### src/verilog/core_pkg.sv
// core shared definitions
package core_pkg;

  parameter int xlen = 64;

  // instruction cycle, zero while the core is stopped
  typedef logic [2:0] slot_t;

  localparam slot_t slot_fetch = 3'd1;
  localparam slot_t slot_ir    = 3'd2;
  localparam slot_t slot_dec0  = 3'd3;
  localparam slot_t slot_dec1  = 3'd4;
  localparam slot_t slot_exec  = 3'd5;
  localparam slot_t slot_wb    = 3'd6;

  typedef enum logic [2:0] {r, i, s, b, u, j, none} inst_type_t;

  // major opcodes, instruction bits 6:2
  localparam logic [4:0] opc_lui   = 5'b01101;
  localparam logic [4:0] opc_auipc = 5'b00101;
  localparam logic [4:0] opc_jal   = 5'b11011;
  localparam logic [4:0] opc_jalr  = 5'b11001;
  localparam logic [4:0] opc_beq   = 5'b11000;
  localparam logic [4:0] opc_load  = 5'b00000;
  localparam logic [4:0] opc_store = 5'b01000;
  localparam logic [4:0] opc_addi  = 5'b00100;
  localparam logic [4:0] opc_add   = 5'b01100;
  localparam logic [4:0] opc_fence = 5'b00011;
  localparam logic [4:0] opc_env   = 5'b11100;

  // store widths
  localparam logic [2:0] funct3_sb = 3'b000;
  localparam logic [2:0] funct3_sh = 3'b001;
  localparam logic [2:0] funct3_sw = 3'b010;
  localparam logic [2:0] funct3_sd = 3'b011;

  typedef struct packed {
    logic            ren;
    logic            wen;
    logic [xlen-1:0] addr;
    logic [xlen-1:0] wdata;
    logic [xlen-1:0] wmask;
  } mem_req_t;

  typedef struct packed {
    logic [xlen-1:0] op1;
    logic [xlen-1:0] op2;
    logic [xlen-1:0] t1;
    logic [4:0]      rd;
    logic            rd_wen;
    logic [4:0]      opcode;
    logic [2:0]      funct3;
    mem_req_t        mem;
  } dec_t;

  typedef struct packed {
    logic            valid;
    logic [xlen-1:0] pc;
    logic [4:0]      rd;
    logic            rd_wen;
    logic [xlen-1:0] data;
  } retire_t;

endpackage

### src/verilog/if_stage.sv
// fetch stage
module if_stage import core_pkg::*; #(
  parameter logic [xlen-1:0] reset_pc = '0
) (
  input  logic            clk,
  input  logic            rst,
  input  slot_t           slot,
  input  logic [xlen-1:0] next_pc,
  input  logic [31:0]     imem_rdata,
  output logic [xlen-1:0] imem_addr,
  output logic [xlen-1:0] pc,
  output logic [31:0]     inst
);

  // pc moves once per instruction, at the end of writeback
  always_ff @(posedge clk) begin
    if (rst) begin
      pc <= reset_pc;
    end else if (slot == slot_wb) begin
      pc <= next_pc;
    end
  end

  // rom answers in the same cycle
  always_ff @(posedge clk) begin
    if (slot == slot_ir) begin
      inst <= imem_rdata;
    end
  end

  assign imem_addr = pc;

endmodule

### config.mk
export PLATFORM = sky130hd
export DESIGN_NAME = if_stage
export DESIGN_NICKNAME = d
export VERILOG_FILES = /design/src/verilog/core_pkg.sv /design/src/verilog/if_stage.sv
export SDC_FILE = /design/constraint.sdc
export NUM_CORES = 1
export LEC_CHECK = 0
export BUFFER_PORTS_ARGS = -buffer_cell sky130_fd_sc_hd__buf_2
export CAP_MARGIN = 25
export CORE_MARGIN = 3
export CORE_UTILIZATION = 35
export DETAILED_ROUTE_END_ITERATION = 8
export GPL_TIMING_DRIVEN = 0
export PLACE_DENSITY = 0.81
export SYNTH_ARGS = -nofsm -noshare
export SYNTH_HDL_FRONTEND = slang
export SYNTH_SLANG_ARGS = --single-unit
### constraint.sdc
create_clock -name clk -period 3.9 [get_ports clk]
set_clock_uncertainty 0.1 [all_clocks]
set_input_delay 0.78 -clock clk [delete_from_list [all_inputs] [get_ports clk]]
set_output_delay 0.78 -clock clk [all_outputs]
set_load 0.03 [all_outputs]
==> qor.yml <==
r2r_end: "imem_addr[7]"
portBuffers: 259
synth_top_area_share_pct: 29.34
antenna_found_initial: 0
dpl.cell_count: 804
n_fill_cell: 1158
hold-path-endpoint: "imem_addr[14]"
reg2reg_from: "imem_addr[7]"
whs_path_depth: 2
rsz0062_at_grt: "false"
r2r_slack_ns: 3.15
ir_drop_v: 0.0002323
die_y_um: 117.7
cts-root-buf: "clkbuf_16"
hp-class: "reg2reg"
cts_made_buffers: 9
via_count: 3434
busiest_layer: "met2"
setup_viol_count_final: 0
finalCriticalPeriod_ns: 1.924
grt_use_met3_pct: 3.844
ys_ff_latch: 96
grt-ovfl-total: 0
wl_mm: 11.22
cp_max_fo: 3
maxCapViolCount: 0
status: "finished, final reports clean"
finalPower_mw: 2.303
synthAdderAreaFrac_pct: 0
grt_pass1_wl_mm: 17.27
grt_max_degree: 18
tightest_slew_ns: 0.5639
cts.clk_slew.worst_paths_ns: 0.07
clock_latency_ns: 0.33
clkSinkCount: 96
slowest_delay_ns: 0.40
h-tree-depth: 3
synth-simple-area-share_pct: 18.71
syn-cell-area_sq_um: 4367
p_leak_nw: 3.028
final_antenna_net_count: 0
worstPathBufferInverterCount: 2
post_drt_wl_per_cell_um: 13.69
initial_core_util_pct: 36.05
path_class: "reg2out"
drv_slew: 0
post_route_cells_drive_above_1_share_pct: 53.83
dieArea_sq_um: 13850
power_density_nw_per_um2: 372.6
synth_top_family_by_area: "simple AND/OR/NAND/NOR gates"
post_cts_buffers: 0
synth_mux_area_share_pct: 14.67
hold_viol_final: 0
critical_path_required_ns: 3.02
cts_resized: 0
hpwl_mm: 8.796
drt-pass1-iter-count: 4
cp-start-kind: "register"
rr_worst_depth: 2
hold_start: "imem_addr[14]"
syn-mean-instance-area_sq_um: 11.64
crit_chain: "buf_4 > buf_2"
synth_nets: 476
synthDistinctLibCells: 11
instances_no_fill: 820
num_io_pins: 261
grt_pass1_vias: 3331
syn_to_final_growth_pct: 41.52
synth_area_leaders: "dfxtp_1 (29%), edfxtp_1 (22%), nand2b_1 (18%)"
via_per_inst: 4.188
coreArea_sq_um: 12110
cts_tree: "yes"
cts_hold_buf: 0
ys_seq_area_share_pct: 51.35
gr-usage-all-layers_pct: 15.47
cp.arrival_ns: 1.04
yosys_warnings: 0
antennaDiodeCount: 0
met2_usage_pct: 28.35
fmax_mhz: 519.8
post-route-period-util_pct: 49.33
drtIter0Drc: 138
layout_common_cells: "buf_2 (261), nand2b_1 (128), mux2i_1 (64), buf_4 (64), dfxtp_1 (64)"
yosysTopAreaCell: "dfxtp_1"
critical_path.top_delay_family: "flip-flops"
mostFrequentLayoutCell: "buf_2"
rows: 40
fin_hold_ws_ns: 0.3854
gp_congestion: 0.7239
synth_compound_area_share_pct: 0
end_kind: "primary output"
synth_xor_area_share_pct: 0
maxSlewHeadroom_pct: 62.24
cp.depth: 2
cts_buffer_depth: 2
drc: 0
die_w_um: 117.7
nNetsFinal: 748
synth_cells: 375
grt_use_met1_pct: 17.68
cpMaxStageDelayCell: "dfxtp_1"
[sequential cells by signal (all words and copies together), names as in the netlist]
register,cells
imem_addr,64
inst,32
[Yosys cell counts]
cell type  count
buf_12         6
nand2b_1     128
buf_6          1
buf_2          2
mux2i_1       64
nor3b_1        1
clkbuf_1      12
and3b_1        1
edfxtp_1      32
buf_4         64
dfxtp_1       64
[worst max path at each step]
stage,start,slack [ns],end
floorplan,slot[0],0.15,inst[0]
global placement,slot[2],-0.62,inst[28]
detailed placement,slot[0],1.63,inst[28]
CTS,imem_addr[16],1.95,pc[16]
global route,imem_addr[16],1.91,pc[16]
finish,imem_addr[16],1.98,pc[16]
[power by group]
group	leakage, nW	total (mW)	internal, mW	switching (mW)
Sequential	0.814	1.09	1.07	0.0220
Clock	0.136	0.829	0.440	0.389
Combinational	2.08	0.379	0.160	0.219
[final cells by class]
class | count | area, sq um | share of cell area [%]
well taps | 168 | 210.2 | 3.402
multi-input cells | 194 | 1463 | 23.67
repair buffers | 261 | 1319 | 21.34
flip-flops and latches | 96 | 2242 | 36.28
plain buffers | 85 | 666.9 | 10.79
clock inverters | 7 | 53.80 | 0.8706
clock buffers | 9 | 225.2 | 3.644
[routing by layer]
layer / up-vias / part of all wire [%]
li1: 1697 / -
met1: 1560 / 40
met2: 165 / 51
met3: 12 / 7.5
met4: 0 / 1.3
met5: - / 0
[worst register-to-register path: stages, from the launching register on]
cell and delay [ns]:
dfxtp_1 0.37, nand2b_1 0.07, mux2i_1 0.14
[logic make-up (layout without fill, tap and decap cells)]
group / after synthesis / count (layout)
mux: 64 / 64
flops: 96 / 96
simple gates: 130 / 130
buf+inv: 85 / 362
[stage by stage]
stage / cell area, sq um / utilization [%] / worst slack [ns] / setup TNS (ns)
3_5_place_dp: 5901 / 48.72 / 1.630 / 0
4_1_cts: 6180 / 51.02 / 1.948 / 0
3_3_place_gp: 5873 / 48.49 / -0.6238 / -19.89
2_1_floorplan: 4367 / - / 0.1487 / 0
5_1_grt: 6180 / 51.02 / 1.915 / 0
6_report: 6180 / 51.02 / 1.976 / 0
Note: power is estimated with default switching activity, not from simulation.
