### src/verilog/core_pkg.sv
// core shared definitions
package core_pkg;

  parameter int xlen = 64;

  // instruction cycle, zero while the core is stopped
  typedef logic [2:0] slot_t;

  localparam slot_t slot_fetch = 3'd1;
  localparam slot_t slot_ir    = 3'd2;
  localparam slot_t slot_dec0  = 3'd3;
  localparam slot_t slot_dec1  = 3'd4;
  localparam slot_t slot_exec  = 3'd5;
  localparam slot_t slot_wb    = 3'd6;

  typedef enum logic [2:0] {r, i, s, b, u, j, none} inst_type_t;

  // major opcodes, instruction bits 6:2
  localparam logic [4:0] opc_lui   = 5'b01101;
  localparam logic [4:0] opc_auipc = 5'b00101;
  localparam logic [4:0] opc_jal   = 5'b11011;
  localparam logic [4:0] opc_jalr  = 5'b11001;
  localparam logic [4:0] opc_beq   = 5'b11000;
  localparam logic [4:0] opc_load  = 5'b00000;
  localparam logic [4:0] opc_store = 5'b01000;
  localparam logic [4:0] opc_addi  = 5'b00100;
  localparam logic [4:0] opc_add   = 5'b01100;
  localparam logic [4:0] opc_fence = 5'b00011;
  localparam logic [4:0] opc_env   = 5'b11100;

  // store widths
  localparam logic [2:0] funct3_sb = 3'b000;
  localparam logic [2:0] funct3_sh = 3'b001;
  localparam logic [2:0] funct3_sw = 3'b010;
  localparam logic [2:0] funct3_sd = 3'b011;

  typedef struct packed {
    logic            ren;
    logic            wen;
    logic [xlen-1:0] addr;
    logic [xlen-1:0] wdata;
    logic [xlen-1:0] wmask;
  } mem_req_t;

  typedef struct packed {
    logic [xlen-1:0] op1;
    logic [xlen-1:0] op2;
    logic [xlen-1:0] t1;
    logic [4:0]      rd;
    logic            rd_wen;
    logic [4:0]      opcode;
    logic [2:0]      funct3;
    mem_req_t        mem;
  } dec_t;

  typedef struct packed {
    logic            valid;
    logic [xlen-1:0] pc;
    logic [4:0]      rd;
    logic            rd_wen;
    logic [xlen-1:0] data;
  } retire_t;

endpackage

### src/verilog/regfile.sv
// integer register file
module regfile import core_pkg::*; (
  input  logic            clk,
  input  logic            rst,
  input  logic [4:0]      rs1,
  input  logic [4:0]      rs2,
  output logic [xlen-1:0] rs1_data,
  output logic [xlen-1:0] rs2_data,
  input  logic            wen,
  input  logic [4:0]      rd,
  input  logic [xlen-1:0] rd_data
);

  logic [xlen-1:0] regs [32];

  // x0 never written
  always_ff @(posedge clk) begin
    if (!rst && wen && rd != 5'd0) begin
      regs[rd] <= rd_data;
    end
  end

  // x0 reads as zero
  assign rs1_data = (rs1 == 5'd0) ? '0 : regs[rs1];
  assign rs2_data = (rs2 == 5'd0) ? '0 : regs[rs2];

endmodule
### config.mk
export PLATFORM = sky130hd
export DESIGN_NAME = regfile
export DESIGN_NICKNAME = d
export VERILOG_FILES = /design/src/verilog/core_pkg.sv /design/src/verilog/regfile.sv
export SDC_FILE = /design/constraint.sdc
export NUM_CORES = 2
export LEC_CHECK = 0
export BUFFER_PORTS_ARGS = -buffer_cell sky130_fd_sc_hd__buf_4
export CAP_MARGIN = 20
export CORE_ASPECT_RATIO = 0.75
export CORE_MARGIN = 2
export CORE_UTILIZATION = 57
export CTS_CLUSTER_SIZE = 16
export DETAILED_ROUTE_END_ITERATION = 12
export HOLD_SLACK_MARGIN = 0.1
export PLACE_DENSITY = 0.86
export RECOVER_POWER = 100
export SLEW_MARGIN = 10
export SYNTH_ARGS = -nofsm -noshare
export SYNTH_HDL_FRONTEND = slang
export SYNTH_SLANG_ARGS = --single-unit
### constraint.sdc
create_clock -name clk -period 4.6 [get_ports clk]
set_clock_uncertainty 0.15 [all_clocks]
set_input_delay 0.92 -clock clk [delete_from_list [all_inputs] [get_ports clk]]
set_output_delay 0.92 -clock clk [all_outputs]
set_load 0.05 [all_outputs]
==> summary.md <==
The placeable core region was 0.164 mm²; the total negative slack for setup checks was 0 ps. Counting both buffers and inverters, the worst setup path holds a total of 3. Across the VDD grid, the largest voltage drop is 0.484 mV. The register with the most flip-flops in the layout has 2048 of them. Per report_power, the clock group accounts for 37.3% of the total.

In this run the horizontal extent of the chip is 473 µm. The initialized floorplan defines 129 standard-cell rows. The maximum clock frequency came out at 221 MHz. Walking the worst path, the cells encountered are buf_8, nor2b_2, clkbuf_1, a221oi_1, a21oi_1, a221o_1, buf_4.

The flow ran to the end, but the final reports show violations. Entering global routing, the biggest net connects 90 pins. Counting distinct cell types in the post-synthesis netlist gives 46.

The number of violations reported at the end of detailed-routing iteration 0 is 10300. The largest register by flop count was regs. The logs give 0.168 mm² for the area of the die and 152000 µm for the half-perimeter wire length after placement. The largest registers in the layout are regs (2048). The final reports fail on max-capacitance violations, max-slew violations.

The number of pins with negative max-slew slack in the final report was 1791; the die height was 356 µm. The cell count after synthesis came out at 4631. In this run the static leakage power is 34.3 nW. The library cell used most frequently in the layout, excluding fill and tap cells, is edfxtp_1. Combinational cells account for 10.2% of the total power. For the number of failing hold endpoints at the final stage, the log shows 0. The tools report the switching component of the power as 0.00949 W. The final layout contains routed wiring with a total length of 288000 µm.

Counting flops and latches in the post-synthesis netlist gives 2048. The slowest stage of the critical path is the nor2b_2 cell. The type of the worst setup path is input port to output pin. The design draws 0.0397 W. Clock tree synthesis inserted a total of 183 buffers.

The cell sitting at the root of the clock tree is a clkbuf_16. Net switching is 23.9% of the power. The post-synthesis async set-or-reset flop share was 0%. The routed layout has 57000 vias. 210 I/O pins were placed. For the worst setup path, the data required time is 3530 ps. For this run, the leading register cell type out of synthesis is edfxtp_1. The data arrival time of the critical path is 3460 ps. The congestion estimate from routability-driven global placement came to 0.852.

The worst hold path stage count works out to 1. The non-filler instance count after layout was 7282; the mean post-synth cell area was 20.3 µm². Slew at the pin closest to its max-slew limit: 3730 ps. The count of instances resized after the clock tree is built came out at 0. On the final layout, the worst hold slack is 703 ps. The share of the cycle needed by the critical path after routing is 98.6%, and the worst-path maximum fanout is 14. The run gives 3 as the maximum clock insertion buffer count. For this run, the total global-route usage over all layers was measured as 34.1%. For this configuration, the core starts out at a cell density of 57.2%. The cell family contributing the most delay on the critical path is simple AND/OR/NAND/NOR gates. The worst setup path is captured at an output pin.

The count of nets after finishing was 5043. The clock period could shrink to 4530 ps. The worst hold path endpoint is regs[12][60]$_DFFE_PP_. For the post-synth design cell area, the log shows 0.0941 mm². The worst hold path class was input port to flop. In this run, flip-flops and latches consume 52.5% of the power.

Using the TritonRoute via totals, the vias-per-cell ratio works out to 7.83. The tools report the count of hold-fix buffers inserted at cts as 0. The power density of the placed cells was 378 mW/mm².

The number of enable flip-flop cells after synthesis came out at 2048. The via count of the first global-routing pass is 57300. Input and output buffers added on the ports amount to 209. After detailed placement, the design holds a cell count of 6937. The number of warning messages in the yosys log was 0; the count of buffers added by post-CTS timing repair for setup was 0. The tools report the total number of clock tree sinks as 2048. The fraction of final layout cells with drive strength greater than 1 is 32.6%. The worst setup path is launched from an input port. The first global-routing pass estimated 407000 µm of wire.

Portion of the post-synthesis area used by sequential elements: 65.4%. The number of antenna violations at the first check in global routing was 15; the signed area change from the synthesized netlist to the final layout was 11.5%. Setup repair after global routing left no endpoint under its margin.

The run gives 0 as the number of nets with antenna violations after routing. For this run, the detailed router's first-pass iteration total came to 6. Leaving out fill and tap cells, the most frequent cells in the layout are edfxtp_1, mux4_2, mux2i_1. The run gives 0 as the remaining global-route overflow.

Across the run, the number of max-cap violations was 43. Clock-pin slew was measured on the worst setup and hold paths at 70 ps. For the deepest level of the CTS H-tree, the log shows 4. Setup violations remaining at the end of the flow were counted as 0.

The residual DRC count was 0. In this design, the stage delay of the slowest critical-path cell is 1030 ps. Worst slew slack as a fraction of its limit: -149%. TritonCTS built the clock tree. In the final routed layout, each cell accounts on average for 39.6 µm.

The internal power of the cells totals 0.0302 W. The startpoint of the most critical hold path was rd_data[60].
[worst max-delay path by stage]
stage | start | end | slack [ps] | depth (start not counted)
floorplan | rd[3] | regs[19][0]$_DFFE_PP_ | -170 | 2
global placement | rs1[0] | rs1_data[58] | 140 | 7
detailed placement | rs1[1] | rs1_data[38] | 260 | 7
CTS | rs1[1] | rs1_data[19] | 260 | 7
global route | rs2[0] | rs2_data[29] | 90 | 8
finish | rs1[1] | rs1_data[19] | 70 | 7
[logic make-up after synthesis]
family | after synthesis | share of synthesized area (%)
AND/OR/NAND/NOR | 247 | 1.45
buffers and inverters | 389 | 1.91
flip-flops | 2048 | 65.4
AO/OA/AOI/OAI | 534 | 4.56
other | 1 | 0.00399
multiplexers | 1412 | 26.7
[synth_stat cells (all sizes together), types with 3 or more instances]
cell	number	share of area (%)
edfxtp	2048	65
mux4	870	21
mux2i	459	4.9
buf	213	1.2
clkbuf	171	0.68
o221ai	107	1.0
o22ai	106	0.70
a22o	105	0.98
a211o	97	0.90
mux2	83	0.99
and3	57	0.38
or2	42	0.28
nand2	41	0.16
nor2	40	0.16
a221oi	30	0.28
a22oi	21	0.17
a21oi	20	0.11
o211ai	12	0.096
nand3	10	0.053
and2	9	0.060
nor2b	9	0.060
o31ai	9	0.072
nor3	8	0.043
a211oi	6	0.048
nand2b	6	0.040
inv	5	0.020
nor4	5	0.033
a2111oi	4	0.037
a221o	4	0.043
nand3b	4	0.032
o2111a	4	0.048
o211a	4	0.043
or3	4	0.027
and3b	3	0.028
o21ai	3	0.016
or3b	3	0.028
[through the flow]
step           util, %  cell area (µm²)  setup slack [ps]
2_1_floorplan        -            94400              -170
3_3_place_gp      61.1           100000               141
3_5_place_dp      61.1           101000               258
4_1_cts           64.5           106000               256
5_1_grt           63.8           105000              89.0
6_report          63.8           105000              65.2
[layer usage]
metal	track usage (%)	part of all wire [%]	up-vias
li1	-	-	20900
met1	44.7	32	28800
met2	52.0	46	6031
met3	9.44	16	1243
met4	19.4	6.5	10
met5	0	0.036	-
[power groups by stage]
stage / clock network (W) / logic, W / registers (W)
floorplan: 0 / 0.00257 / 0.0212
global placement: 0 / 0.00399 / 0.0212
detailed placement: 0 / 0.00407 / 0.0212
CTS: 0.0148 / 0.00411 / 0.0208
global route: 0.0155 / 0.00419 / 0.0208
finish: 0.0148 / 0.00406 / 0.0208
[final cells by class]
class                      instances  area, µm²
sequential                      2048      61500
fill                           10400      59500
multi-input combinational       2257      31300
clock buffer                     238       4930
timing repair buffer             466       3840
tap                             2161       2700
clock inverter                    92        629
antenna                           15       37.5
inverter                           5       21.3
No activity file was read; power rests on OpenSTA's default activity.
