===== config.mk =====
export PLATFORM = sky130hd
export DESIGN_NAME = ex_stage
export DESIGN_NICKNAME = d
export VERILOG_FILES = /design/src/verilog/core_pkg.sv /design/src/verilog/ex_stage.sv
export SDC_FILE = /design/constraint.sdc
export NUM_CORES = 1
export LEC_CHECK = 0
export ABC_AREA = 1
export BUFFER_PORTS_ARGS = -buffer_cell sky130_fd_sc_hd__buf_2
export CAP_MARGIN = 20
export CELL_PAD_IN_SITES_DETAIL_PLACEMENT = 0
export CELL_PAD_IN_SITES_GLOBAL_PLACEMENT = 1
export CORE_AREA = 8 8 378 380
export DETAILED_ROUTE_END_ITERATION = 8
export DIE_AREA = 0 0 386 388
export PLACE_DENSITY_LB_ADDON = 0.1
export SLEW_MARGIN = 10
export SYNTH_ARGS = -nofsm -noshare
export SYNTH_HDL_FRONTEND = slang
export SYNTH_SLANG_ARGS = --single-unit

===== constraint.sdc =====
create_clock -name clk -period 20 [get_ports clk]
set_input_delay 2 -clock clk [delete_from_list [all_inputs] [get_ports clk]]
set_output_delay 2 -clock clk [all_outputs]
set_load 0.02 [all_outputs]

===== src/verilog/core_pkg.sv =====
// core shared definitions
package core_pkg;

  parameter int xlen = 64;

  // instruction cycle, zero while the core is stopped
  typedef logic [2:0] slot_t;

  localparam slot_t slot_fetch = 3'd1;
  localparam slot_t slot_ir    = 3'd2;
  localparam slot_t slot_dec0  = 3'd3;
  localparam slot_t slot_dec1  = 3'd4;
  localparam slot_t slot_exec  = 3'd5;
  localparam slot_t slot_wb    = 3'd6;

  typedef enum logic [2:0] {r, i, s, b, u, j, none} inst_type_t;

  // major opcodes, instruction bits 6:2
  localparam logic [4:0] opc_lui   = 5'b01101;
  localparam logic [4:0] opc_auipc = 5'b00101;
  localparam logic [4:0] opc_jal   = 5'b11011;
  localparam logic [4:0] opc_jalr  = 5'b11001;
  localparam logic [4:0] opc_beq   = 5'b11000;
  localparam logic [4:0] opc_load  = 5'b00000;
  localparam logic [4:0] opc_store = 5'b01000;
  localparam logic [4:0] opc_addi  = 5'b00100;
  localparam logic [4:0] opc_add   = 5'b01100;
  localparam logic [4:0] opc_fence = 5'b00011;
  localparam logic [4:0] opc_env   = 5'b11100;

  // store widths
  localparam logic [2:0] funct3_sb = 3'b000;
  localparam logic [2:0] funct3_sh = 3'b001;
  localparam logic [2:0] funct3_sw = 3'b010;
  localparam logic [2:0] funct3_sd = 3'b011;

  typedef struct packed {
    logic            ren;
    logic            wen;
    logic [xlen-1:0] addr;
    logic [xlen-1:0] wdata;
    logic [xlen-1:0] wmask;
  } mem_req_t;

  typedef struct packed {
    logic [xlen-1:0] op1;
    logic [xlen-1:0] op2;
    logic [xlen-1:0] t1;
    logic [4:0]      rd;
    logic            rd_wen;
    logic [4:0]      opcode;
    logic [2:0]      funct3;
    mem_req_t        mem;
  } dec_t;

  typedef struct packed {
    logic            valid;
    logic [xlen-1:0] pc;
    logic [4:0]      rd;
    logic            rd_wen;
    logic [xlen-1:0] data;
  } retire_t;

endpackage


===== src/verilog/ex_stage.sv =====
// execute and writeback
module ex_stage import core_pkg::*; (
  input  logic            clk,
  input  logic            rst,
  input  slot_t           slot,
  input  dec_t            dec,
  input  logic [xlen-1:0] pc,
  input  logic [xlen-1:0] mem_rdata,
  output mem_req_t        mem_out,
  output logic [xlen-1:0] next_pc,
  output logic            rf_wen,
  output logic [4:0]      rf_rd,
  output logic [xlen-1:0] rf_data,
  output retire_t         retire_out,
  output logic            ecall_seen
);

  logic            is_wb;
  logic [xlen-1:0] pc_plus4;
  logic [xlen-1:0] result_d;
  logic [xlen-1:0] next_pc_d;
  logic [xlen-1:0] result_q;
  mem_req_t        mem_q;
  logic [4:0]      rd_q;
  logic            rd_wen_q;
  logic            env_q;

  assign is_wb    = (slot == slot_wb);
  assign pc_plus4 = pc + 64'd4;

  always_comb begin
    result_d  = dec.op1 + dec.op2;
    next_pc_d = pc_plus4;
    case (dec.opcode)
      opc_jal: begin
        result_d  = dec.op1;
        next_pc_d = dec.op2;
      end
      opc_jalr: begin
        result_d  = dec.t1;
        next_pc_d = {dec.mem.addr[xlen-1:1], 1'b0};
      end
      opc_beq: begin
        if (dec.op1 == dec.op2) next_pc_d = dec.t1;
      end
      default: ;
    endcase
  end

  // decode drops its enables after slot 4, so keep a copy here
  always_ff @(posedge clk) begin
    if (rst) begin
      mem_q.ren <= 1'b0;
      mem_q.wen <= 1'b0;
      rd_wen_q  <= 1'b0;
      env_q     <= 1'b0;
    end else if (slot == slot_exec) begin
      result_q <= result_d;
      next_pc  <= next_pc_d;
      mem_q    <= dec.mem;
      rd_q     <= dec.rd;
      rd_wen_q <= dec.rd_wen;
      env_q    <= (dec.opcode == opc_env);
    end
  end

  // memory strobes only in slot 6
  always_comb begin
    mem_out     = mem_q;
    mem_out.ren = is_wb && mem_q.ren;
    mem_out.wen = is_wb && mem_q.wen;
  end

  assign rf_wen  = is_wb && rd_wen_q;
  assign rf_rd   = rd_q;
  assign rf_data = mem_q.ren ? mem_rdata : result_q;

  assign retire_out.valid  = is_wb;
  assign retire_out.pc     = pc;
  assign retire_out.rd     = rd_q;
  assign retire_out.rd_wen = rd_wen_q;
  assign retire_out.data   = rf_data;

  assign ecall_seen = is_wb && env_q;

endmodule


==> results.toml <==
[logic_synthesis]
synth_top_flop_cell = "edfxtp_1"
async_flop_share_pct = 0
synth_top_cells_by_area = "edfxtp_1 (40%), nand2_1 (19%), buf_4 (10%)"
yosys_warnings = 0
synth_top_family_by_area = "simple AND/OR/NAND/NOR gates"
synth.avg_cell_area_um2 = 7.363
syn_area_um2 = 24140
yosysTopAreaCell = "edfxtp_1"
synthXorXnorAreaFrac_pct = 1.234
synth-simple-area-share_pct = 31.27
synth_edf_count = 325
synth_top_area_share_pct = 40.43
ys_seq_area_share_pct = 40.77
yosys.area_share.adder_pct = 3.401
synth_compound_area_share_pct = 4.582
synthMuxAreaShare_pct = 0
syn_inst = 3278
synth.distinct_cells = 41
syn_nets = 3876
synth_seq_cells = 329

[detailed_routing]
wirelength_mm = 150.5
vias = 23680
dr_wl_met2_mm = 74.41
dr.pass1.iters = 5
ant_nets = 0
routedWlPerCell_um = 26.02
highest_layer = "met5"
wl_met3_mm = 9.877
drc_errors = 0
vias_per_cell = 4.094
drtIter0Drc = 1377
drt-met1-wl_mm = 62.99

[setup_path]
worstPathArrival_ps = 5590
r2r-end = "mem_q[193]"
setup.worst_path.start = "dec[285]"
cp_cell_sequence = "buf_2 > ha_1 > nor2_1 > nand4_1 > nor2_4 > nand2_4 > nor2_8 > buf_4 > nand2_1 > nand3_1 > inv_1 > nand2_1"
worstSetupStartpointType = "input pin"
crit_top_cell = "nand2_1"
critPathKind = "in2reg"
r2r.worst_path.cells = 2
crit_required_ps = 20450
crit_fanout = 30
end_kind = "register"
crit_end = "next_pc[48]"
reg2reg_from = "mem_q[193]"
critPathSlowestCell = "nor2_8"
max_stage_delay_ps = 550
r2r_slack_ps = 18810

[clocking]
cts_root_buffer = "clkbuf_16"
clock_sink_count = 329
cts_resized = 0
htreeDepth = 2
cts_hold_buf = 0
post-cts-setup-buffers = 0
cts_tree = "yes"
cts_inserted_buffers = 45
clk_path_buf_depth = 3
clock_latency_ps = 600
clk_pin_slew_worst_paths_ps = 60

[power]
ir_drop_mv = 0.05072
p_total_mw = 2.113
powerDensity_nw_per_um2 = 70.03
p_leak_nw = 14.69

[finish]
design_area_um2 = 30180
syn2layout_area_growth_pct = 25.03
nets = 4544
drive_above_1_share_pct = 27.68
layout_commonest_cell = "nand2_1"
final_cell_mix = "nand2_1 (1209), buf_2 (993), inv_1 (458), edfxtp_1 (325)"
finalNonFillerCells = 5785

[timing]
min_period_over_period_pct = 25.66
drv_slew = 0
rsz0062_at_grt = "false"
skew_ps = 0
max_freq_mhz = 194.8
worst_slack_ps = 14870
hold_viol = 0
setup_viol = 0
max_slew_margin_pct = 30.85
max_slew.worst_pin.slew_ps = 1029
post-route-min-period_ps = 5132
fin_tns_setup_ps = 0

[die]
die-area_um2 = 149800
start_util_pct = 17.66
row_count = 136
die_h_um = 388
die_width_um = 386
io_pins = 997
coreArea_um2 = 136600

[grt]
grt_first_pass_wirelength_mm = 201.6
grt_overflow = 0
grt_max_degree = 92
antenna_found_initial = 65
grt_pass1_vias = 24950
grtUsageTotal_pct = 19.14

[placed_design]
dp_hpwl_mm = 130.1
place_congestion = 0.8631
dp_cells = 5693
io_buffers = 993
dpl_cell_area_um2 = 28720
dp_slack_ps = 13970

[flow_run]
max-cap-violations = 0

[min_path]
hold_path_class = "reg2reg"

[run_status]
outcome = "finished clean"
-- where the power goes --
part           switching [mW]  total [mW]  leakage, nW  internal, mW
logic                   0.353       0.498         11.0         0.145
registers             0.00627       0.796         2.99         0.789
clock network           0.341       0.819        0.708         0.478
-- flip-flops by register name, summed over array words and instances (netlist names) --
signal / count
next_pc: 64
mem_out: 192
env_q: 1
mem_q: 2
rd_wen_q: 1
rf_rd: 5
result_q: 64
-- logic make-up (layout without fill, tap and decap cells) --
group | count (synthesis) | after routing
fa+ha+maj | 65 | 65
other cells | 0 | 14
xor+xnor | 34 | 34
buf+inv | 851 | 1550
compound gates | 180 | 180
simple gates | 1819 | 1819
flops | 329 | 329
-- routing by layer --
| layer | up-vias | global-route usage [%] |
|---|---|---|
| li1 | 11530 | - |
| met1 | 11150 | 22.99 |
| met2 | 821 | 34.60 |
| met3 | 148 | 4.646 |
| met4 | 38 | 3.599 |
| met5 | - | 0 |
-- synth_stat cells, types with 3 or more instances --
cell type  count
xnor2_1       13
nor2_1       223
dfxtp_1        4
a221oi_1       3
a22o_1        44
nor4_1         3
and2_1         3
o21ai_0       42
buf_6         11
buf_2         13
o21bai_1       5
or2_2         10
nand2_1     1209
buf_4        328
ha_1          64
a21oi_1       81
nand3b_1      22
xor2_1        21
inv_1        460
edfxtp_1     325
nand3_1      221
clkinv_1       3
clkbuf_1      30
nor3_1        36
buf_1          6
nand4_1       80
-- metrics by stage --
stage / util [%] / hold slack [ps]
2_1_floorplan: - / 429.4
3_3_place_gp: 21.02 / 453.1
3_5_place_dp: 21.02 / 452.4
4_1_cts: 22.06 / 461.7
5_1_grt: 22.07 / 487.0
6_report: 22.09 / 456.8
-- worst max-delay path, delay by kind of cell --
family,cells,cell delay [ps]
adder cells (fa/ha/maj),1,390
buffers and inverters,3,640
AND/OR/NAND/NOR,8,2490
-- layout make-up --
cell class	instances	area, um2
sequential	329	9843
antenna	14	35.03
timing repair buffer	1009	5102
clock buffer	51	1159
inverter	463	1743
tap	1794	2245
clock inverter	27	269.0
fill	15760	106500
multi-input combinational	2098	9783
-- worst min path at each step --
stage,startpoint,to,slack (ps),depth (start not counted)
6_report,mem_q[192],mem_q[192],460,2
5_1_grt,mem_q[192],mem_q[192],490,2
4_1_cts,mem_q[192],mem_q[192],460,2
3_5_place_dp,mem_q[192],mem_q[192],450,2
3_3_place_gp,mem_q[192],mem_q[192],450,2
2_1_floorplan,mem_q[192],mem_q[192],430,2
No activity file was read; power rests on OpenSTA's default activity.
