==> config.mk <==
export PLATFORM = sky130hd
export DESIGN_NAME = id_stage
export DESIGN_NICKNAME = d
export VERILOG_FILES = /design/src/verilog/core_pkg.sv /design/src/verilog/id_stage.sv
export SDC_FILE = /design/constraint.sdc
export NUM_CORES = 1
export LEC_CHECK = 0
export ABC_AREA = 1
export BUFFER_PORTS_ARGS = -buffer_cell sky130_fd_sc_hd__buf_2
export CAP_MARGIN = 20
export CORE_AREA = 2 2 247 249
export DETAILED_ROUTE_END_ITERATION = 6
export DIE_AREA = 0 0 249 251
export PLACE_DENSITY_LB_ADDON = 0.3
export SETUP_SLACK_MARGIN = 0.15
export SKIP_LAST_GASP = 1
export SYNTH_ARGS = -nofsm -noshare
export SYNTH_HDL_FRONTEND = slang
export SYNTH_SLANG_ARGS = --single-unit
export TNS_END_PERCENT = 1
==> constraint.sdc <==
create_clock -name clk -period 44.8 [get_ports clk]
set_input_delay 6.72 -clock clk [delete_from_list [all_inputs] [get_ports clk]]
set_output_delay 6.72 -clock clk [all_outputs]
set_load 0.02 [all_outputs]
==> src/verilog/core_pkg.sv <==
// core shared definitions
package core_pkg;

  parameter int xlen = 64;

  // instruction cycle, zero while the core is stopped
  typedef logic [2:0] slot_t;

  localparam slot_t slot_fetch = 3'd1;
  localparam slot_t slot_ir    = 3'd2;
  localparam slot_t slot_dec0  = 3'd3;
  localparam slot_t slot_dec1  = 3'd4;
  localparam slot_t slot_exec  = 3'd5;
  localparam slot_t slot_wb    = 3'd6;

  typedef enum logic [2:0] {r, i, s, b, u, j, none} inst_type_t;

  // major opcodes, instruction bits 6:2
  localparam logic [4:0] opc_lui   = 5'b01101;
  localparam logic [4:0] opc_auipc = 5'b00101;
  localparam logic [4:0] opc_jal   = 5'b11011;
  localparam logic [4:0] opc_jalr  = 5'b11001;
  localparam logic [4:0] opc_beq   = 5'b11000;
  localparam logic [4:0] opc_load  = 5'b00000;
  localparam logic [4:0] opc_store = 5'b01000;
  localparam logic [4:0] opc_addi  = 5'b00100;
  localparam logic [4:0] opc_add   = 5'b01100;
  localparam logic [4:0] opc_fence = 5'b00011;
  localparam logic [4:0] opc_env   = 5'b11100;

  // store widths
  localparam logic [2:0] funct3_sb = 3'b000;
  localparam logic [2:0] funct3_sh = 3'b001;
  localparam logic [2:0] funct3_sw = 3'b010;
  localparam logic [2:0] funct3_sd = 3'b011;

  typedef struct packed {
    logic            ren;
    logic            wen;
    logic [xlen-1:0] addr;
    logic [xlen-1:0] wdata;
    logic [xlen-1:0] wmask;
  } mem_req_t;

  typedef struct packed {
    logic [xlen-1:0] op1;
    logic [xlen-1:0] op2;
    logic [xlen-1:0] t1;
    logic [4:0]      rd;
    logic            rd_wen;
    logic [4:0]      opcode;
    logic [2:0]      funct3;
    mem_req_t        mem;
  } dec_t;

  typedef struct packed {
    logic            valid;
    logic [xlen-1:0] pc;
    logic [4:0]      rd;
    logic            rd_wen;
    logic [xlen-1:0] data;
  } retire_t;

endpackage

==> src/verilog/id_stage.sv <==
// decode stage
module id_stage import core_pkg::*; (
  input  logic            clk,
  input  logic            rst,
  input  slot_t           slot,
  input  logic [31:0]     inst,
  input  logic [xlen-1:0] pc,
  input  logic [xlen-1:0] rs1_data,
  input  logic [xlen-1:0] rs2_data,
  output logic [4:0]      rs1,
  output logic [4:0]      rs2,
  output dec_t            dec
);

  logic            id_active;
  logic [4:0]      opcode;
  logic [2:0]      funct3;
  inst_type_t      inst_type;
  logic [xlen-1:0] imm;
  logic [xlen-1:0] pc_plus4;
  logic [xlen-1:0] pc_imm;
  dec_t            dec_next;

  // decode works in slots 3 and 4 only
  assign id_active = (slot == slot_dec0) || (slot == slot_dec1);

  assign opcode   = inst[6:2];
  assign funct3   = inst[14:12];
  assign rs1      = id_active ? inst[19:15] : 5'd0;
  assign rs2      = id_active ? inst[24:20] : 5'd0;
  assign pc_plus4 = pc + 64'd4;
  assign pc_imm   = pc + imm;

  always_comb begin
    case (opcode)
      opc_lui, opc_auipc: inst_type = u;
      opc_jal:            inst_type = j;
      opc_beq:            inst_type = b;
      opc_store:          inst_type = s;
      opc_add:            inst_type = r;
      opc_jalr, opc_load, opc_addi, opc_fence, opc_env: inst_type = i;
      default:            inst_type = none;
    endcase
  end

  // sign-extended immediate per format
  always_comb begin
    case (inst_type)
      i: imm = {{52{inst[31]}}, inst[31:20]};
      s: imm = {{52{inst[31]}}, inst[31:25], inst[11:7]};
      b: imm = {{51{inst[31]}}, inst[31], inst[7], inst[30:25], inst[11:8], 1'b0};
      u: imm = {{32{inst[31]}}, inst[31:12], 12'b0};
      j: imm = {{43{inst[31]}}, inst[31], inst[19:12], inst[20], inst[30:21], 1'b0};
      default: imm = '0;
    endcase
  end

  always_comb begin
    dec_next        = '0;
    dec_next.rd     = inst[11:7];
    dec_next.opcode = opcode;
    dec_next.funct3 = funct3;

    case (inst_type)
      r, b: begin
        dec_next.op1 = rs1_data;
        dec_next.op2 = rs2_data;
      end
      i: begin
        dec_next.op1 = rs1_data;
        dec_next.op2 = imm;
      end
      // link value and jump target
      j: begin
        dec_next.op1 = pc_plus4;
        dec_next.op2 = pc_imm;
      end
      u: begin
        dec_next.op1 = (opcode == opc_auipc) ? pc : '0;
        dec_next.op2 = imm;
      end
      default: ;
    endcase

    if (opcode == opc_jalr) begin
      dec_next.t1 = pc_plus4;
    end else if (opcode == opc_beq) begin
      dec_next.t1 = pc_imm;
    end

    dec_next.rd_wen = (inst_type == r || inst_type == i || inst_type == u || inst_type == j)
                      && opcode != opc_fence && opcode != opc_env;

    // mask always covers the low bytes
    dec_next.mem.ren   = (opcode == opc_load);
    dec_next.mem.wen   = (inst_type == s);
    dec_next.mem.addr  = rs1_data + imm;
    dec_next.mem.wdata = rs2_data;
    if (inst_type == s) begin
      case (funct3)
        funct3_sb: dec_next.mem.wmask = 64'h0000_0000_0000_00ff;
        funct3_sh: dec_next.mem.wmask = 64'h0000_0000_0000_ffff;
        funct3_sw: dec_next.mem.wmask = 64'h0000_0000_ffff_ffff;
        funct3_sd: dec_next.mem.wmask = 64'hffff_ffff_ffff_ffff;
        default:   dec_next.mem.wmask = '0;
      endcase
    end
  end

  // second load in slot 4 picks up settled register data
  always_ff @(posedge clk) begin
    if (rst || !id_active) begin
      dec.rd_wen  <= 1'b0;
      dec.mem.ren <= 1'b0;
      dec.mem.wen <= 1'b0;
    end else begin
      dec <= dec_next;
    end
  end

endmodule

==> impl_metrics.yaml <==
pwr:
  cellPowerDensity_mw_per_mm2: 35.1
  irDropWorstVdd_mv: 0.0351
  finalPower_mw: 1.10
  p_leak_nw: 14.3
floorplanning:
  design.core.area_mm2: 0.0598
  design.portCount: 639
  die_y_um: 251
  start_util_pct: 44.4
  die_width_um: 249
  num_rows: 90
  die-area_mm2: 0.0625
critical_path:
  slowest_delay_ps: 280
  end_kind: "primary output"
  critPathMaxFanout: 10
  cp.arrival_ps: 7670
  crit_chain: "buf_2 > nand2_1 > inv_1 > o21ai_1 > buf_4 > nor2_1 > buf_2"
  crit_type: "in2out"
  crit_path_start_kind: "primary input"
  worst_path_max_delay_cell: "buf_4"
  cp_common_cell: "buf_2"
  required_ps: 38080
clocking:
  post-cts-setup-buffer-count: 0
  cts_buffers: 37
  clockBufferDepth: 3
  clock-sinks: 340
  cts_tree: "built"
  htree_levels: 2
  postCtsResizedCells: 0
  root_buffer: "clkbuf_16"
  clkSlewWorstSetupHoldPaths_ps: 60
  cts_hold_buf: 0
drt:
  drt_pass1_iterations: 7
  drtIter0Drc: 3403
  wl_um: 128000
  drc: 1
  antenna_left: 0
  avgViaCountPerCell: 5.69
  vias: 28500
  wl_per_cell_um: 25.5
global_route:
  grt_overflow: 0
  grt_first_pass_wirelength_um: 178000
  grt_start_max_net_pins: 76
  grt.total_usage_pct: 39.4
  antenna_found_initial: 28
  grt_pass1_vias: 26400
sta:
  tns_ps: 0
  final_max_slew_viol_count: 0
  timing.hold.ws_ps: 6330
  tightest_slew_ps: 1080
  grt_setup_unrepaired: "false"
  max_slew_margin_pct: 27.3
  period_minus_slack_ps: 14390
  finalCritPeriodShare_pct: 32.1
  setup_ws_ps: 30410
  setup_viol: 0
  timing.fmax_ghz: 0.0695
  hold_viol_final: 0
final_layout:
  drive_gt1_share_pct: 21.0
  largest_register_ffs: 340
  final_area_mm2: 0.0315
  regMostFlops: "dec"
  areaGrowthSynthToFinish_pct: 18.7
  reg_top3: "dec: 340 flops"
  final_net_count: 4508
synth:
  synthesis.nets: 3937
  syn_inst: 3598
  ys_warn_count: 0
  synth_edf_count: 337
  seq_area_frac_synth_pct: 38.4
  synth-async-reset-ratio_pct: 0
  synth_seq_cells: 340
  post_synth_instance_area_mm2: 0.0265
  ys_types: 57
  ys.flop_type: "edfxtp_1"
  syn_avg_cell_area_um2: 7.38
placed_design:
  pre_cts_slack_ps: 30420
  hpwl_um: 107000
  io_buffers: 636
  dpl-instance-area_mm2: 0.0301
  place_congestion: 1.02
min_path:
  hp-class: "in2reg"
run_status:
  violations: "design-rule violations"
  outcome: "complete, but fails checks"
job:
  cap_violations: 0
## power breakdown
part | internal (mW) | total, mW | leakage [nW] | switching (mW)
combinational | 0.103 | 0.377 | 10.7 | 0.274
clock | 0.196 | 0.334 | 0.632 | 0.138
sequential | 0.386 | 0.394 | 2.92 | 0.00849
## cell usage after synthesis, types with 3 or more instances
cell type / n / area share (%)
or2_1: 5 / 0.12
nand3_2: 10 / 0.38
dfxtp_1: 3 / 0.23
a21o_1: 7 / 0.20
clkinv_1: 5 / 0.071
nor2_4: 8 / 0.34
o211ai_1: 31 / 0.88
inv_1: 523 / 7.4
a211oi_1: 7 / 0.20
nor2_1: 316 / 4.5
nor2_2: 32 / 0.75
a31oi_1: 25 / 0.59
nand3_4: 4 / 0.26
edfxtp_1: 337 / 38
inv_2: 25 / 0.35
buf_6: 4 / 0.17
buf_2: 4 / 0.075
nand2_4: 8 / 0.34
ha_1: 108 / 5.1
nand2_1: 919 / 13
nor3_2: 4 / 0.15
or2_2: 17 / 0.40
nand3b_1: 13 / 0.37
nor4_1: 26 / 0.61
clkbuf_1: 53 / 0.75
o21ai_1: 10 / 0.19
nor3_1: 72 / 1.4
xnor2_1: 25 / 0.83
nand3_1: 333 / 6.3
o22ai_1: 26 / 0.61
buf_4: 60 / 1.7
a21oi_2: 3 / 0.099
a22oi_1: 15 / 0.42
nand2_2: 38 / 0.90
xor2_1: 67 / 2.2
a31o_2: 3 / 0.099
o21ai_0: 150 / 2.8
o21bai_1: 6 / 0.17
o21a_1: 6 / 0.17
nand4_1: 74 / 1.7
a21oi_1: 161 / 3.0
o221ai_1: 32 / 1.1
## area by class of cell
| cell class | instances | area [um2] |
|---|---|---|
| Clock inverter | 25 | 288 |
| Sequential cell | 340 | 10200 |
| Timing Repair Buffer | 656 | 3350 |
| Multi-Input combinational cell | 2581 | 13600 |
| Tap cell | 782 | 978 |
| Clock buffer | 43 | 1000 |
| Fill cell | 6114 | 28300 |
| Antenna cell | 29 | 72.6 |
| Inverter | 553 | 2080 |
## critical path: cells and delay by family
kind | cells | cell delay [ps]
buffers and inverters | 4 | 570
AO/OA/AOI/OAI | 1 | 250
AND/OR/NAND/NOR | 2 | 110
## routing by layer
layer,vias to the layer above,track usage (%),part of all wire (%)
li1,13200,-,-
met5,-,0,0.062
met3,259,8.91,11
met1,13400,50.7,39
met4,12,17.6,4.9
met2,1569,63.3,45
## placed cells by master, fill, tap and decap left out, types with 31 or more instances in the layout
| cell type | n |
|---|---|
| a21oi_1 | 161 |
| buf_2 | 636 |
| clkbuf_16 | 39 |
| edfxtp_1 | 337 |
| ha_1 | 108 |
| inv_1 | 522 |
| nand2_1 | 918 |
| nand2_2 | 38 |
| nand3_1 | 333 |
| nand4_1 | 74 |
| nor2_1 | 313 |
| nor2_2 | 33 |
| nor3_1 | 72 |
| o211ai_1 | 31 |
| o21ai_0 | 149 |
| o221ai_1 | 32 |
| xor2_1 | 67 |
## final timing paths
check	start	end	slack [ps]	cells past startpoint
worst max-delay path	slot[0]	rs1[4]	30410	7
worst min-delay path	rs2_data[32]	dec[96]	6330	1
## through the flow
stage,cells,utilization (%)
6_report,5009,52.7
5_1_grt,4985,52.6
4_1_cts,4980,52.6
3_5_place_dp,4912,50.4
3_3_place_gp,4911,50.4
2_1_floorplan,3598,-
## kinds of logic (layout without fill, tap and decap cells)
group / after synthesis / count (layout) / share of synthesized area (%)
AND/OR/NAND/NOR: 1886 / 1886 / 31.8
buffers and inverters: 677 / 1277 / 10.6
AO/OA/AOI/OAI: 493 / 493 / 10.9
flip-flops: 340 / 340 / 38.4
adder cells (fa/ha/maj): 110 / 110 / 5.24
XOR/XNOR: 92 / 92 / 3.04
other: 0 / 29 / 0
(Power assumes the default switching activity.)
